## config.mk

```make
export PLATFORM = sky130hd
export DESIGN_NAME = game_top
export DESIGN_NICKNAME = d
export VERILOG_FILES = /design/src/source/game_pkg.sv /design/src/source/game_top.sv /design/src/source/char_ctrl.sv /design/src/source/game_fsm.sv /design/src/source/frame_tick_gen.sv /design/src/source/button_sync.sv
export VERILOG_INCLUDE_DIRS = /design/src /design/src/source
export SDC_FILE = /design/constraint.sdc
export NUM_CORES = 1
export LEC_CHECK = 0
export ABC_AREA = 1
export BUFFER_PORTS_ARGS = -buffer_cell sky130_fd_sc_hd__buf_2
export CAP_MARGIN = 0
export CORE_ASPECT_RATIO = 1.2
export CORE_MARGIN = 3
export CORE_UTILIZATION = 48
export CTS_CLUSTER_DIAMETER = 60
export CTS_CLUSTER_SIZE = 14
export DETAILED_ROUTE_END_ITERATION = 8
export PLACE_DENSITY = 0.66
export RECOVER_POWER = 50
export SETUP_SLACK_MARGIN = 0.5
export SLEW_MARGIN = 20
export SYNTH_ARGS = -nofsm -noshare
export SYNTH_HDL_FRONTEND = slang
export SYNTH_SLANG_ARGS = --single-unit
```

## constraint.sdc

```tcl
create_clock -name clk -period 3.1 [get_ports clk]
set_clock_uncertainty 0.2 [all_clocks]
set_input_delay 0.155 -clock clk [delete_from_list [all_inputs] [get_ports clk]]
set_output_delay 0.155 -clock clk [all_outputs]
set_load 0.05 [all_outputs]
```

## src/source/game_defs.svh

```systemverilog
`ifndef GAME_DEFS_SVH
`define GAME_DEFS_SVH

// ==================================================
// playfield
// ==================================================
`define HOR_PIXELS     800
`define VER_PIXELS     600

// character box and floor band
`define CHAR_HGT       27
`define CHAR_LNG       19
`define GROUND_MARGIN  52

// ==================================================
// motion, pixels per frame
// ==================================================
`define JUMP_HEIGHT    300
`define JUMP_SPEED     7
`define FALL_SPEED     5
`define MOVE_STEP      5

// ==================================================
// pacing
// ==================================================
// clocks per frame, kept small for short runs
`define FRAME_DIV      64
// frames in one round
`define ROUND_FRAMES   200

`endif
```

## src/source/game_pkg.sv

```systemverilog
`default_nettype none

package game_pkg;

    // round state, also carried on the game_active port
    typedef enum logic [1:0] {
        ST_IDLE = 2'd0,
        ST_PLAY = 2'd1,
        ST_OVER = 2'd2
    } game_state_t;

endpackage

`default_nettype wire

```

## src/source/game_top.sv

```systemverilog
`timescale 1ns/1ps
`default_nettype none

module game_top import game_pkg::*; (
    input  wire logic   clk,
    input  wire logic   rst,
    input  wire logic   btn_left,
    input  wire logic   btn_right,
    input  wire logic   btn_jump,
    input  wire logic   btn_start,
    output logic [11:0] pos_x,
    output logic [11:0] pos_y,
    output logic        flip_h,
    output game_state_t game_state,
    output logic        frame_tick
);

    // synchronized buttons
    logic        step_left;
    logic        step_right;
    logic        step_jump;
    logic        start_pulse;

    // round control and ground contact loop
    logic        game_start;
    logic        on_ground;
    logic [11:0] ground_lvl;

    // ==================================================
    // input path and frame pacing
    // ==================================================
    button_sync i_button_sync (
        .clk         (clk),
        .rst         (rst),
        .btn_left    (btn_left),
        .btn_right   (btn_right),
        .btn_jump    (btn_jump),
        .btn_start   (btn_start),
        .step_left   (step_left),
        .step_right  (step_right),
        .step_jump   (step_jump),
        .start_pulse (start_pulse)
    );

    frame_tick_gen i_frame_tick_gen (
        .clk        (clk),
        .rst        (rst),
        .frame_tick (frame_tick)
    );

    // ==================================================
    // round FSM and character
    // ==================================================
    game_fsm i_game_fsm (
        .clk         (clk),
        .rst         (rst),
        .start_pulse (start_pulse),
        .frame_tick  (frame_tick),
        .pos_y       (pos_y),
        .ground_lvl  (ground_lvl),
        .game_active (game_state),
        .game_start  (game_start),
        .on_ground   (on_ground)
    );

    char_ctrl i_char_ctrl (
        .clk         (clk),
        .rst         (rst),
        .stepleft    (step_left),
        .stepright   (step_right),
        .stepjump    (step_jump),
        .on_ground   (on_ground),
        .game_active (game_state),
        .game_start  (game_start),
        .frame_tick  (frame_tick),
        .pos_x       (pos_x),
        .pos_y       (pos_y),
        .ground_lvl  (ground_lvl),
        .flip_h      (flip_h)
    );

endmodule

`default_nettype wire

```

## src/source/char_ctrl.sv

```systemverilog
`timescale 1ns/1ps
`default_nettype none

`include "game_defs.svh"

module char_ctrl import game_pkg::*; (
    input  wire logic        clk,
    input  wire logic        rst,
    input  wire logic        stepleft,
    input  wire logic        stepright,
    input  wire logic        stepjump,
    input  wire logic        on_ground,
    input  wire game_state_t game_active,
    input  wire logic        game_start,
    input  wire logic        frame_tick,
    output logic [11:0]      pos_x,
    output logic [11:0]      pos_y,
    output logic [11:0]      ground_lvl,
    output logic             flip_h
);

    localparam logic [11:0] SPAWN_X   = 12'(`HOR_PIXELS / 5);
    localparam logic [11:0] GROUND_Y  = 12'(`VER_PIXELS - `GROUND_MARGIN - `CHAR_HGT);
    localparam logic [11:0] LEFT_LIM  = 12'(`CHAR_LNG + `MOVE_STEP);
    localparam logic [11:0] RIGHT_LIM = 12'(`HOR_PIXELS - `CHAR_LNG - `MOVE_STEP);
    localparam logic [11:0] JUMP_H    = 12'(`JUMP_HEIGHT);
    localparam logic [11:0] JUMP_DY   = 12'(`JUMP_SPEED);
    localparam logic [11:0] FALL_DY   = 12'(`FALL_SPEED);
    localparam logic [11:0] STEP_DX   = 12'(`MOVE_STEP);

    logic [11:0] char_x;
    logic [11:0] char_y;
    logic [11:0] jump_peak;
    logic        is_jumping;
    logic        playing;
    logic        frame_en;

    assign playing  = (game_active == ST_PLAY);
    assign frame_en = frame_tick && playing;

    // facing follows the last step, any clock during play
    always_ff @(posedge clk) begin
        if (rst) begin
            flip_h <= 1'b0;
        end else if (playing) begin
            if (stepleft) begin
                flip_h <= 1'b1;
            end else if (stepright) begin
                flip_h <= 1'b0;
            end
        end
    end

    // ==================================================
    // horizontal motion
    // ==================================================
    always_ff @(posedge clk) begin
        if (rst || game_start) begin
            char_x <= SPAWN_X;
        end else if (frame_en) begin
            // left wins when both are held
            if (stepleft && char_x > LEFT_LIM) begin
                char_x <= char_x - STEP_DX;
            end else if (stepright && char_x < RIGHT_LIM) begin
                char_x <= char_x + STEP_DX;
            end
        end
    end

    // ==================================================
    // vertical motion
    // ==================================================
    // round start does not touch y
    always_ff @(posedge clk) begin
        if (rst) begin
            char_y     <= GROUND_Y;
            is_jumping <= 1'b0;
        end else if (frame_en) begin
            if (stepjump && on_ground) begin
                is_jumping <= 1'b1;
                jump_peak  <= char_y - JUMP_H;
            end
            if (is_jumping) begin
                if (char_y > jump_peak) begin
                    char_y <= char_y - JUMP_DY;
                end else begin
                    is_jumping <= 1'b0;
                end
            end else if (!on_ground && char_y < GROUND_Y) begin
                char_y <= char_y + FALL_DY;
            end
        end
    end

    // output stage, one clock behind the working position
    always_ff @(posedge clk) begin
        pos_x      <= char_x;
        pos_y      <= char_y;
        ground_lvl <= GROUND_Y;
    end

endmodule

`default_nettype wire

```

## src/source/game_fsm.sv

```systemverilog
`timescale 1ns/1ps
`default_nettype none

`include "game_defs.svh"

module game_fsm import game_pkg::*; (
    input  wire logic        clk,
    input  wire logic        rst,
    input  wire logic        start_pulse,
    input  wire logic        frame_tick,
    input  wire logic [11:0] pos_y,
    input  wire logic [11:0] ground_lvl,
    output game_state_t      game_active,
    output logic             game_start,
    output logic             on_ground
);

    localparam int CNT_W = $clog2(`ROUND_FRAMES + 1);
    localparam logic [CNT_W-1:0] LAST_FRAME = CNT_W'(`ROUND_FRAMES - 1);

    game_state_t      state;
    game_state_t      state_nxt;
    logic [CNT_W-1:0] frame_cnt;
    logic             round_end;

    // the tick that brings the count up to ROUND_FRAMES
    assign round_end = frame_tick && (frame_cnt == LAST_FRAME);

    // ==================================================
    // round state machine
    // ==================================================
    always_comb begin
        state_nxt = state;
        case (state)
            ST_IDLE, ST_OVER: begin
                if (start_pulse) begin
                    state_nxt = ST_PLAY;
                end
            end
            ST_PLAY: begin
                // a start during play restarts the round
                if (start_pulse) begin
                    state_nxt = ST_PLAY;
                end else if (round_end) begin
                    state_nxt = ST_OVER;
                end
            end
            default: begin
                state_nxt = ST_IDLE;
            end
        endcase
    end

    always_ff @(posedge clk) begin
        if (rst) begin
            state      <= ST_IDLE;
            game_start <= 1'b0;
        end else begin
            state      <= state_nxt;
            game_start <= start_pulse;
        end
    end

    // frames played in this round
    always_ff @(posedge clk) begin
        if (rst) begin
            frame_cnt <= '0;
        end else if (start_pulse) begin
            frame_cnt <= '0;
        end else if (state == ST_PLAY && frame_tick) begin
            frame_cnt <= frame_cnt + 1'b1;
        end
    end

    // ==================================================
    // ground contact
    // ==================================================
    always_ff @(posedge clk) begin
        if (rst) begin
            on_ground <= 1'b0;
        end else begin
            on_ground <= (pos_y >= ground_lvl);
        end
    end

    assign game_active = state;

endmodule

`default_nettype wire

```

## src/source/frame_tick_gen.sv

```systemverilog
`timescale 1ns/1ps
`default_nettype none

`include "game_defs.svh"

module frame_tick_gen (
    input  wire logic clk,
    input  wire logic rst,
    output logic      frame_tick
);

    localparam int DIV_W = $clog2(`FRAME_DIV);
    localparam logic [DIV_W-1:0] DIV_LAST = DIV_W'(`FRAME_DIV - 1);

    logic [DIV_W-1:0] div_cnt;

    always_ff @(posedge clk) begin
        if (rst) begin
            div_cnt    <= '0;
            frame_tick <= 1'b0;
        end else begin
            // wrap back to zero after the last count
            if (div_cnt == DIV_LAST) begin
                div_cnt <= '0;
            end else begin
                div_cnt <= div_cnt + 1'b1;
            end
            frame_tick <= (div_cnt == DIV_LAST);
        end
    end

endmodule

`default_nettype wire

```

## src/source/button_sync.sv

```systemverilog
`timescale 1ns/1ps
`default_nettype none

module button_sync (
    input  wire logic clk,
    input  wire logic rst,
    input  wire logic btn_left,
    input  wire logic btn_right,
    input  wire logic btn_jump,
    input  wire logic btn_start,
    output logic      step_left,
    output logic      step_right,
    output logic      step_jump,
    output logic      start_pulse
);

    // bit order is left, right, jump, start
    logic [3:0] meta_q;
    logic [3:0] sync_q;
    logic       start_last;

    always_ff @(posedge clk) begin
        if (rst) begin
            meta_q      <= '0;
            sync_q      <= '0;
            start_last  <= 1'b0;
            start_pulse <= 1'b0;
        end else begin
            meta_q      <= {btn_start, btn_jump, btn_right, btn_left};
            sync_q      <= meta_q;
            start_last  <= sync_q[3];
            // one clock wide, on the rising edge of start only
            start_pulse <= sync_q[3] & ~start_last;
        end
    end

    assign step_left  = sync_q[0];
    assign step_right = sync_q[1];
    assign step_jump  = sync_q[2];

endmodule

`default_nettype wire

```

==> results of run 1 <==
## repair_timing
item,in CTS,in global routing
hold buffers,7,0
buffers inserted,0,9
setup endpoints to repair,4,7
endpoints found under the hold margin,9,0
gates cloned,1,0
resized for setup,5,60
pin swaps,0,19
## Yosys cell counts, types with 2 or more instances
master	count	area, um^2
sky130_fd_sc_hd__buf_4	2	15.01
sky130_fd_sc_hd__buf_2	2	10.01
sky130_fd_sc_hd__nor2_2	5	31.28
sky130_fd_sc_hd__nor3_1	7	35.03
sky130_fd_sc_hd__inv_2	3	11.26
sky130_fd_sc_hd__o21ai_0	24	120.1
sky130_fd_sc_hd__nor3b_1	2	15.01
sky130_fd_sc_hd__inv_1	87	326.6
sky130_fd_sc_hd__nor4_1	3	18.77
sky130_fd_sc_hd__nand3_1	36	180.2
sky130_fd_sc_hd__nand3_2	4	40.04
sky130_fd_sc_hd__nand2_4	2	22.52
sky130_fd_sc_hd__nor2_1	64	240.2
sky130_fd_sc_hd__nand4_1	8	50.05
sky130_fd_sc_hd__a21o_1	3	22.52
sky130_fd_sc_hd__ha_1	37	462.9
sky130_fd_sc_hd__xor2_1	18	157.7
sky130_fd_sc_hd__edfxtp_1	12	360.4
sky130_fd_sc_hd__nand2_1	110	412.9
sky130_fd_sc_hd__o21bai_1	3	22.52
sky130_fd_sc_hd__nand2_2	7	43.79
sky130_fd_sc_hd__xnor2_1	4	35.03
sky130_fd_sc_hd__a31oi_1	4	25.02
sky130_fd_sc_hd__nand3b_1	2	15.01
sky130_fd_sc_hd__dfxtp_1	79	1582
sky130_fd_sc_hd__a21oi_2	4	35.03
sky130_fd_sc_hd__a21oi_1	41	205.2
## placed cells by master (no fill, tap or decap), types with 4 or more instances in the layout
| cell | netlist | layout |
|---|---|---|
| sky130_fd_sc_hd__ha_4 | 0 | 5 |
| sky130_fd_sc_hd__buf_4 | 2 | 10 |
| sky130_fd_sc_hd__ha_1 | 37 | 32 |
| sky130_fd_sc_hd__xnor2_1 | 4 | 4 |
| sky130_fd_sc_hd__nand4_1 | 8 | 8 |
| sky130_fd_sc_hd__inv_1 | 87 | 85 |
| sky130_fd_sc_hd__a21oi_1 | 41 | 34 |
| sky130_fd_sc_hd__a21oi_2 | 4 | 10 |
| sky130_fd_sc_hd__clkbuf_8 | 0 | 11 |
| sky130_fd_sc_hd__o21ai_0 | 24 | 21 |
| sky130_fd_sc_hd__nand2_2 | 7 | 13 |
| sky130_fd_sc_hd__buf_2 | 2 | 7 |
| sky130_fd_sc_hd__nor3_1 | 7 | 7 |
| sky130_fd_sc_hd__nor2_1 | 64 | 55 |
| sky130_fd_sc_hd__nor2_4 | 1 | 7 |
| sky130_fd_sc_hd__nand2_1 | 110 | 101 |
| sky130_fd_sc_hd__nand3_2 | 4 | 6 |
| sky130_fd_sc_hd__inv_2 | 3 | 4 |
| sky130_fd_sc_hd__dlygate4sd3_1 | 0 | 7 |
| sky130_fd_sc_hd__a31oi_1 | 4 | 4 |
| sky130_fd_sc_hd__xor2_1 | 18 | 17 |
| sky130_fd_sc_hd__clkbuf_1 | 1 | 29 |
| sky130_fd_sc_hd__dfxtp_1 | 79 | 79 |
| sky130_fd_sc_hd__nand3_1 | 36 | 34 |
| sky130_fd_sc_hd__edfxtp_1 | 12 | 12 |
| sky130_fd_sc_hd__nor2_2 | 5 | 8 |
| sky130_fd_sc_hd__nand2_4 | 2 | 5 |
## report_power, final
part | total, mW | internal, mW | leakage (nW) | switching (mW)
logic | 0.0887 | 0.0342 | 1.61 | 0.0545
clock network | 0.744 | 0.333 | 0.0927 | 0.410
registers | 1.21 | 1.20 | 0.745 | 0.00583
## worst paths after layout
check | slack, ns | from | cells after the start | endpoint
worst min-delay path | 0.19 | i_char_ctrl.char_x[0] | 0 | i_char_ctrl.pos_x[0]
worst max register to register | 0.43 | i_char_ctrl.char_x[6] | 15 | i_char_ctrl.char_x[9]
worst min register to register | 0.19 | i_char_ctrl.char_x[0] | 0 | i_char_ctrl.pos_x[0]
worst max-delay path | 0.43 | i_char_ctrl.char_x[6] | 15 | i_char_ctrl.char_x[9]
## routing by layer
| layer | up-vias | GRT usage, % | part of all wire, % |
|---|---|---|---|
| met1 | 1752 | 23.34 | 45 |
| met4 | 0 | 7.306 | 3.2 |
| met5 | - | 0 | 0 |
| met2 | 72 | 31.11 | 48 |
| li1 | 2010 | - | - |
| met3 | 30 | 4.122 | 3.7 |
## flip-flops by register name, summed over array words and instances (netlist names)
signal                       cells
i_frame_tick_gen.div_cnt         6
i_char_ctrl.jump_peak           12
i_button_sync.start_pulse        1
i_char_ctrl.char_x              12
i_game_fsm.frame_cnt             8
i_game_fsm.game_active           2
i_button_sync.sync_q             4
i_button_sync.start_last         1
i_char_ctrl.pos_x               12
i_game_fsm.game_start            1
i_char_ctrl.is_jumping           1
i_game_fsm.on_ground             1
i_char_ctrl.pos_y               12
i_frame_tick_gen.frame_tick      1
i_char_ctrl.char_y              12
i_button_sync.meta_q             4
i_char_ctrl.flip_h               1
## final cells by class
class,instances,area share [%]
Multi-Input combinational cell,395,45.94
Timing Repair Buffer,52,5.299
Inverter,91,6.437
Sequential cell,91,36.07
Clock buffer,12,2.882
Timing Repair inverter,1,0.1394
Tap cell,120,2.789
Clock inverter,4,0.4416
## cells by family after synthesis
| kind of cell | count (synthesis) | share of synthesized area (%) |
|---|---|---|
| buffers and inverters | 99 | 8.720 |
| adder cells (fa/ha/maj) | 38 | 10.49 |
| AND/OR/NAND/NOR | 252 | 24.50 |
| XOR/XNOR | 22 | 4.184 |
| AO/OA/AOI/OAI | 83 | 9.943 |
| flip-flops | 91 | 42.16 |
==> impl_metrics.toml, run 1 <==
[setup_path]
critPathMaxFanout = 5
crit_path_top_delay_cell = "sky130_fd_sc_hd__dfxtp_1"
critical_path.endpoint_type = "register"
path_class = "reg2reg"
crit_path_cell_trace = "nor2_4 -> nand2_1 -> nor2_1 -> nand2_1 -> nand2_4 -> clkinvlp_4 -> ha_4 -> a21oi_2 -> nand2_4 -> a21oi_4 -> nor2_2 -> o21ai_1 -> nand2_1 -> nor2_1 -> nor2_1"
path_buf_inv = 1
arrival_ns = 2.74
cpPeakStageDelay_ns = 0.39
worst-endpoint-required_ns = 3.18
worst_setup_path_start_kind = "register"
critical_path.top_delay_family = "simple AND/OR/NAND/NOR gates"

[pwr]
cellLeakagePower_nw = 2.446
p_per_area_mw_per_mm2 = 378.6
finalPower_mw = 2.038
vdd.ir_drop.worst_mv = 0.2130

[drt]
drt_pass1_iterations = 5
number_of_vias_after_detailed_routing = 3864
drc_errors = 0
viasPerCell = 5.044
avgRoutedWirePerCell_um = 12.87
detail_route.iter0.violations = 182
postRouteAntennaNets = 0
routed_wl_um = 9862

[sta]
max_freq_mhz = 374.9
final-max-slew-violation-count = 0
setup_viol = 0
fin_setup_tns_ns = 0
maxSlewHeadroom_pct = 28.25
post-route-period-util_pct = 86.05
final-hold-violation-count = 0
postLayoutSetupSlackWorst_ns = 0.4323
fin_worst_hold_slack_ns = 0.1857
worst-slew-pin-transition_ns = 1.076
crit_path_time_final_ns = 2.668
rsz0062_at_grt = "true"

[cts]
ctsRootBufferMaster = "sky130_fd_sc_hd__clkbuf_8"
cts_inserted_buffers = 9
clk_latency_ns = 0.37
clk_pin_slew_ns = 0.09
ctsLongestPathBuffers = 2
clkSinkCount = 91
clock_tree_from_tritoncts = "built"
h-tree-depth = 3

[placement]
dp_hpwl_um = 6889
pre_cts_ws_ns = 0.4160
io_buffers = 33
post_dp_cell_area_mm2 = 0.004885
routability_driven_placement_congestion_ratio = 0.9032
dpl.cell_count = 733

[floorplanning]
core.rowCount = 38
floorplan.core_area_mm2 = 0.009176
dieWidth_um = 95.42
die_y_um = 113.3
floorplan.initialDensity_pct = 50.19
top_level_ports = 34
design.die.area_mm2 = 0.01081

[cells_and_area]
final_layout_size_suffix_gt1_share_pct = 15.17
antenna_cells_inserted = 0
layout.cells.non_filler = 766
area_growth_pct = 16.90
finalNetCount = 685
multi_input_logic_area_mm2 = 0.002474
n_fill_cell = 842
final_core_util_pct = 58.67
layout.area.seq_mm2 = 0.001942
postLayoutCellArea_mm2 = 0.005384

[global_routing]
grt_max_degree = 21
grt_util_all_layers_pct = 18.68
first_global_vias = 3602
grt_overflow_total = 0
global_route_wire_length_before_repair_um = 16080
antenna_found_initial = 0

[worst_hold_path]
min-delay-path-class = "reg2reg"

[status]
status = "finished clean"

[logic_synthesis]
yosysSeqAreaShare_pct = 42.16
postSynthCellCount = 585
synth_edf_count = 12
syn-mean-instance-area_um2 = 7.873
yosysWarningCount = 0
syn_area_mm2 = 0.004606
synth_top_flop_cell = "sky130_fd_sc_hd__dfxtp_1"
asyncSetResetFlopFracSynth_pct = 0
synth.ff_latch_count = 91
synth.lib_cells_used.distinct = 39
syn_nets = 629

[run]
maxCapViolCount = 0
No activity file was read; power rests on OpenSTA's default activity.
==> run 2, diff against run 1 <==
--- a/config.mk
+++ b/config.mk
@@ -11,11 +11,10 @@
 export CAP_MARGIN = 0
 export CORE_ASPECT_RATIO = 1.2
 export CORE_MARGIN = 3
-export CORE_UTILIZATION = 48
+export CORE_UTILIZATION = 60
 export CTS_CLUSTER_DIAMETER = 60
-export CTS_CLUSTER_SIZE = 14
 export DETAILED_ROUTE_END_ITERATION = 8
-export PLACE_DENSITY = 0.66
+export PLACE_DENSITY = 0.79
 export RECOVER_POWER = 50
 export SETUP_SLACK_MARGIN = 0.5
 export SLEW_MARGIN = 20
==> constraint.sdc (replaced) <==
create_clock -name clk -period 3.2 [get_ports clk]
set_clock_uncertainty 0.2 [all_clocks]
set_input_delay 0.16 -clock clk [delete_from_list [all_inputs] [get_ports clk]]
set_output_delay 0.16 -clock clk [all_outputs]
set_load 0.05 [all_outputs]
==> run 2 against run 1 <==
  * Non-clock buffer count down 7
  * Power down 1.8%
  * Clock-buffer cell count down 3
  * Register-to-register slack improved by 0.096 ns
  * Global-route usage is 3.0 points higher
  * Via count is 1.6% lower
  * Wire length is 7.2% lower
  * Sequential power fell by 3%
  * Critical path depth increased by 2
  * Maximum frequency fell by 0.15%
  * Combinational power fell by 16%
  * Die area fell by 19%
  * Largest cell class unchanged
==> impl_metrics.toml, run 2 (synthesis gave the netlist of run 1 again) <==
[global_routing]
first_global_vias = 3494
grt_max_degree = 21
global_route_wire_length_before_repair_um = 15320
grt_overflow_total = 0
antenna_found_initial = 0
grt_util_all_layers_pct = 21.64

[setup_path]
reg2regPathDepth = 17
worst-endpoint-required_ns = 3.27
timing.reg2reg.setup_slack_ns = 0.53
path_class = "reg2reg"
r2r_end = "i_char_ctrl.char_x[11]"
regToRegStartpoint = "i_char_ctrl.char_x[8]"
arrival_ns = 2.74
crit_path_start = "i_char_ctrl.char_x[8]"
critPathMaxFanout = 8
worst_setup_path_start_kind = "register"
critical_path.endpoint_type = "register"

[cells_and_area]
antenna_cells_inserted = 0
most-common-layout-cells = "109 x sky130_fd_sc_hd__nand2_1, 86 x sky130_fd_sc_hd__inv_1, 79 x sky130_fd_sc_hd__dfxtp_1"
finalNetCount = 677
layout_commonest_cell = "sky130_fd_sc_hd__nand2_1"
area_growth_pct = 12.03
final_core_util_pct = 70.11
final_layout_size_suffix_gt1_share_pct = 10.66

[sta]
fin_setup_tns_ns = 0
maxSlewHeadroom_pct = 32.24
setup_viol = 0
post-route-period-util_pct = 83.49
rsz0062_at_grt = "true"
postLayoutSetupSlackWorst_ns = 0.5284
max_freq_mhz = 374.3
fin_worst_hold_slack_ns = 0.1741
final-hold-violation-count = 0
final-max-slew-violation-count = 0
worst-slew-pin-transition_ns = 1.016
crit_path_time_final_ns = 2.672

[drt]
avgRoutedWirePerCell_um = 12.57
postRouteAntennaNets = 0
viasPerCell = 5.223
number_of_vias_after_detailed_routing = 3802
detail_route.iter0.violations = 139
drc_errors = 0
routed_wl_um = 9153
drt_pass1_iterations = 5

[floorplanning]
floorplan.core_area_mm2 = 0.007360
design.die.area_mm2 = 0.008768
core.rowCount = 34
floorplan.initialDensity_pct = 62.58
die_y_um = 102.0
dieWidth_um = 85.98
top_level_ports = 34

[pwr]
clock_power_share_pct = 37.9
pwr-share-seq_pct = 58.4
switching_power_mw = 0.5062
cellLeakagePower_nw = 2.403
swShare_pct = 25.29
cellInternalPower_mw = 1.496
finalPower_mw = 2.002
p_per_area_mw_per_mm2 = 387.9
vdd.ir_drop.worst_mv = 0.2283
combPwrFrac_pct = 3.7

[status]
status = "finished clean"

[cts]
ctsLongestPathBuffers = 2
h-tree-depth = 3
clkSinkCount = 91
ctsRootBufferMaster = "sky130_fd_sc_hd__clkbuf_8"
clk_latency_ns = 0.37
cts_inserted_buffers = 9
clock_tree_from_tritoncts = "built"
clk_pin_slew_ns = 0.10

[placement]
dp_hpwl_um = 6662
io_buffers = 33
routability_driven_placement_congestion_ratio = 0.9473
pre_cts_ws_ns = 0.5778

[worst_hold_path]
timing.hold.worst.start = "i_char_ctrl.char_x[0]"
min-delay-path-class = "reg2reg"
worst_hold_path.num_cells = 0
holdPathEnd = "i_char_ctrl.pos_x[0]"

[run]
maxCapViolCount = 0
-- run 2: layout make-up --
type                            count  area (um^2)
Sequential cell                    91         1942
Multi-Input combinational cell    395         2332
Clock inverter                      7        70.07
Clock buffer                        9        123.9
Inverter                           91        346.6
Timing Repair Buffer               45        232.7
Fill cell                         596         2200
Tap cell                           90        112.6
-- run 2: what timing repair did --
| action | in CTS | in global routing |
|---|---|---|
| setup endpoints to repair | 0 | 7 |
| resized for setup | 0 | 20 |
| hold endpoints to repair | 7 | 0 |
| hold buffers | 5 | 0 |
| setup buffers | 0 | 5 |
-- run 2: worst max-delay path by stage --
stage	to	cells after the start
3_5_place_dp	i_char_ctrl.char_x[9]	17
4_1_cts	i_char_ctrl.char_x[9]	17
2_1_floorplan	i_char_ctrl.char_x[9]	17
3_3_place_gp	i_char_ctrl.char_x[9]	17
6_report	i_char_ctrl.char_x[11]	17
5_1_grt	i_char_ctrl.char_x[11]	16
-- run 2: power groups by stage --
stage / Combinational, mW / Clock (mW) / Sequential (mW)
after floorplan: 0.0457 / 0 / 1.20
after global placement: 0.0615 / 0 / 1.19
after detailed placement: 0.0626 / 0 / 1.20
after CTS: 0.0676 / 0.774 / 1.17
after global routing: 0.0855 / 0.823 / 1.17
final: 0.0749 / 0.758 / 1.17
-- run 2: layer usage --
metal  GRT usage [%]  up-vias  wire length (um)
met3           2.984       20               321
met2           37.03       73              4449
met5               0        -                 0
met1           27.06     1715              4143
li1                -     1994                 -
met4           9.866        0               240
-- run 2: metrics by stage --
stage	cells	instance area [um^2]
finish	728	5160
global route	728	5160
CTS	723	5084
detailed placement	702	4840
global placement	702	4840
floorplan	585	4606
-- run 2: worst max-delay path: stages, from the launching register on --
cell and delay [ns]:
sky130_fd_sc_hd__dfxtp_1 0.38, sky130_fd_sc_hd__nor2_1 0.13, sky130_fd_sc_hd__nand2_1 0.08, sky130_fd_sc_hd__nor2_1 0.09, sky130_fd_sc_hd__nand2_1 0.10, sky130_fd_sc_hd__nand2_4 0.12
sky130_fd_sc_hd__clkinvlp_4 0.17, sky130_fd_sc_hd__buf_4 0.21, sky130_fd_sc_hd__ha_4 0.28, sky130_fd_sc_hd__nand2_1 0.07, sky130_fd_sc_hd__nor2_2 0.16, sky130_fd_sc_hd__nand3_1 0.13
sky130_fd_sc_hd__nand3b_1 0.12, sky130_fd_sc_hd__nand2_1 0.09, sky130_fd_sc_hd__nand3_1 0.09, sky130_fd_sc_hd__nand2_1 0.05, sky130_fd_sc_hd__inv_1 0.06, sky130_fd_sc_hd__nor2_2 0.04
==> run 3, diff against run 2 <==
--- a/config.mk
+++ b/config.mk
@@ -6,15 +6,15 @@
 export SDC_FILE = /design/constraint.sdc
 export NUM_CORES = 1
 export LEC_CHECK = 0
-export ABC_AREA = 1
+export ABC_AREA = 0
 export BUFFER_PORTS_ARGS = -buffer_cell sky130_fd_sc_hd__buf_2
 export CAP_MARGIN = 0
 export CORE_ASPECT_RATIO = 1.2
 export CORE_MARGIN = 3
-export CORE_UTILIZATION = 60
+export CORE_UTILIZATION = 54
 export CTS_CLUSTER_DIAMETER = 60
 export DETAILED_ROUTE_END_ITERATION = 8
-export PLACE_DENSITY = 0.79
+export PLACE_DENSITY = 0.76
 export RECOVER_POWER = 50
 export SETUP_SLACK_MARGIN = 0.5
 export SLEW_MARGIN = 20
==> constraint.sdc (replaced) <==
create_clock -name clk -period 2.26 [get_ports clk]
set_clock_uncertainty 0.2 [all_clocks]
set_input_delay 0.113 -clock clk [delete_from_list [all_inputs] [get_ports clk]]
set_output_delay 0.113 -clock clk [all_outputs]
set_load 0.05 [all_outputs]
==> run 3 against run 2 <==
  * The run now ends with setup timing left
  * Clock power rose by 53%
  * Sequential share of layout area fell by 5.6 points
  * Critical path type unchanged
  * Largest power group unchanged
  * Setup slack got worse by 0.94 ns
==> impl_metrics.toml, run 3 <==
[cells_and_area]
area_growth_pct = 42.73
finalNetCount = 624
final_layout_size_suffix_gt1_share_pct = 40.00
n_fill_cell = 438
most-common-layout-cells = "82 x sky130_fd_sc_hd__buf_4, 64 x sky130_fd_sc_hd__dfxtp_1, 43 x sky130_fd_sc_hd__nor2_1"
multi_input_logic_area_mm2 = 0.002730
final_core_util_pct = 79.87
postLayoutCellArea_mm2 = 0.006156
layout_commonest_cell = "sky130_fd_sc_hd__buf_4"
layout.area.seq_mm2 = 0.001973
antenna_cells_inserted = 0

[drt]
postRouteAntennaNets = 0
detail_route.iter0.violations = 179
avgRoutedWirePerCell_um = 16.83
drt_pass1_iterations = 4
routed_wl_um = 11400
number_of_vias_after_detailed_routing = 3812
drc_errors = 0
viasPerCell = 5.631

[sta]
crit_path_time_final_ns = 2.673
max_freq_mhz = 374.1
worst-slew-pin-transition_ns = 0.7483
maxSlewHeadroom_pct = 49.65
postLayoutSetupSlackWorst_ns = -0.4132
post-route-period-util_pct = 118.3
rsz0062_at_grt = "true"
final-hold-violation-count = 0
setup_viol = 20
final-max-slew-violation-count = 0

[cts]
clk_pin_slew_ns = 0.09
clock_tree_from_tritoncts = "built"
h-tree-depth = 3
ctsRootBufferMaster = "sky130_fd_sc_hd__clkbuf_8"
cts_inserted_buffers = 9
clkSinkCount = 91
ctsLongestPathBuffers = 2
clk_latency_ns = 0.37

[setup_path]
critPathMaxFanout = 6
library_cell_appearing_most_often_on_the_critical_path = "sky130_fd_sc_hd__mux2i_1"
crit_path_cell_trace = "nor4_4 -> nand3_2 -> nand2_4 -> inv_8 -> ha_1 -> o211ai_1 -> nand2_1 -> o2111ai_2 -> a31oi_1 -> mux2i_1 -> mux2i_1"
worst_setup_path_start_kind = "register"
path_class = "reg2reg"
worst-endpoint-required_ns = 2.36
arrival_ns = 2.78
crit_path_top_delay_cell = "sky130_fd_sc_hd__dfxtp_2"
critical_path.endpoint_type = "register"
cpPeakStageDelay_ns = 0.35

[global_routing]
first_global_vias = 3814
grt_overflow_total = 0
grt_max_degree = 39
grt_util_all_layers_pct = 23.46
antenna_found_initial = 0
global_route_wire_length_before_repair_um = 16990

[placement]
dp_hpwl_um = 7277
post_dp_cell_area_mm2 = 0.005348
io_buffers = 33
pre_cts_ws_ns = -0.4244
routability_driven_placement_congestion_ratio = 0.9381

[logic_synthesis]
syn_nets = 488
synth.lib_cells_used.distinct = 56
synth.top_cell.area_share_pct = 36.67
asyncSetResetFlopFracSynth_pct = 0
postSynthCellCount = 444
yosysSeqAreaShare_pct = 45.02
syn_area_mm2 = 0.004313
synth_top_flop_cell = "sky130_fd_sc_hd__dfxtp_1"
synth_most_common_cell = "sky130_fd_sc_hd__dfxtp_1"
yosysWarningCount = 0
synth.largest_area_cell = "sky130_fd_sc_hd__dfxtp_1"
synth_edf_count = 12
syn-mean-instance-area_um2 = 9.714
synth.ff_latch_count = 91
synth_common_cells = "79 x sky130_fd_sc_hd__dfxtp_1, 45 x sky130_fd_sc_hd__nor2_1, 37 x sky130_fd_sc_hd__ha_1"
post_synth_main_area_contributors = "sky130_fd_sc_hd__dfxtp_1 37%, sky130_fd_sc_hd__ha_1 11%, sky130_fd_sc_hd__edfxtp_1 8.4%"

[run]
maxCapViolCount = 0

[floorplanning]
floorplan.core_area_mm2 = 0.007707
floorplan.initialDensity_pct = 55.96
top_level_ports = 34
design.die.area_mm2 = 0.009100
dieWidth_um = 87.58
die_y_um = 103.9
core.rowCount = 35

[pwr]
vdd.ir_drop.worst_mv = 0.5366
p_per_area_mw_per_mm2 = 476.5
cellLeakagePower_nw = 2.615

[status]
violated_checks = "setup timing"
status = "complete, but fails checks"

[worst_hold_path]
min-delay-path-class = "in2reg"
[run 3: cell count changes after synthesis, moves of 7 or more]
cell / change
sky130_fd_sc_hd__nand2_1: -87
sky130_fd_sc_hd__nand2_2: -7
sky130_fd_sc_hd__o21ai_0: -15
sky130_fd_sc_hd__nand2b_1: +8
sky130_fd_sc_hd__a21oi_1: -14
sky130_fd_sc_hd__nand3_1: -17
sky130_fd_sc_hd__nor2_1: -19
sky130_fd_sc_hd__xnor2_1: +19
sky130_fd_sc_hd__inv_1: -63
sky130_fd_sc_hd__mux2i_1: +13
sky130_fd_sc_hd__nor2b_1: +20
[run 3: metrics by stage]
| stage | total power [mW] | hold WS [ns] | TNS [ns] | instances |
|---|---|---|---|---|
| finish | 2.933 | 0.08476 | -6.370 | 677 |
| global route | 3.026 | 0.1060 | -8.091 | 677 |
| CTS | 2.929 | 0.07561 | -4.278 | 667 |
| detailed placement | 1.791 | 0.1263 | -4.875 | 642 |
| global placement | 1.785 | 0.1210 | -4.006 | 642 |
| floorplan | 1.757 | 0.04118 | -1.990 | 444 |
[run 3: kinds of logic after synthesis]
logic type / Yosys count / synth area share, %
simple gates: 149 / 17.09
flops: 91 / 45.02
compound gates: 82 / 12.91
fa+ha+maj: 38 / 11.20
xor+xnor: 35 / 7.108
buf+inv: 34 / 3.133
mux: 15 / 3.539
[run 3: worst max-delay path: cells and delay by family (launching register included)]
kind | cells | cell delay, ns
simple gates | 4 | 0.77
compound gates | 3 | 0.47
mux | 2 | 0.44
flops | 1 | 0.35
fa+ha+maj | 1 | 0.31
buf+inv | 1 | 0.07
[run 3: worst paths after layout]
| path | start | endpoint | slack (ns) | depth (start not counted) |
|---|---|---|---|---|
| setup / recovery | i_char_ctrl.char_x[11] | i_char_ctrl.char_x[11] | -0.41 | 11 |
| setup reg to reg | i_char_ctrl.char_x[11] | i_char_ctrl.char_x[11] | -0.41 | 11 |
| hold / removal | rst | i_char_ctrl.char_y[8] | 0.08 | 2 |
| hold reg to reg | i_button_sync.start_last | i_button_sync.start_pulse | 0.20 | 1 |
[run 3: area by class of cell]
type	count	share of cell area, %
clock buffer	10	2.236
clock inverter	6	1.138
inverter	24	1.585
multi-input combinational	319	44.35
sequential	91	32.05
tap	92	1.870
timing repair buffer	135	16.77
[run 3: power breakdown]
group | switching [mW] | internal (mW)
clock | 0.610 | 0.551
sequential | 0.00937 | 1.64
combinational | 0.0659 | 0.0559
total | 0.685 | 2.25
[run 3: metal layers]
metal  vias to the layer above  GRT usage, %  part of all wire, %  wire [um]
met1                      1843         26.61                   39       4468
met5                         -             0                    0          0
met2                        86         41.22                   54       6157
li1                       1845             -                    -          -
met4                         0         10.86                  3.4        391
met3                        38         4.596                  3.3        378
[run 3: repair_timing]
item,in CTS,in global routing
pin swaps,21,22
endpoints found under the setup margin,26,29
hold buffers,4,0
resized for setup,37,48
gates cloned,0,1
endpoints found under the hold margin,4,0
setup buffers,5,9
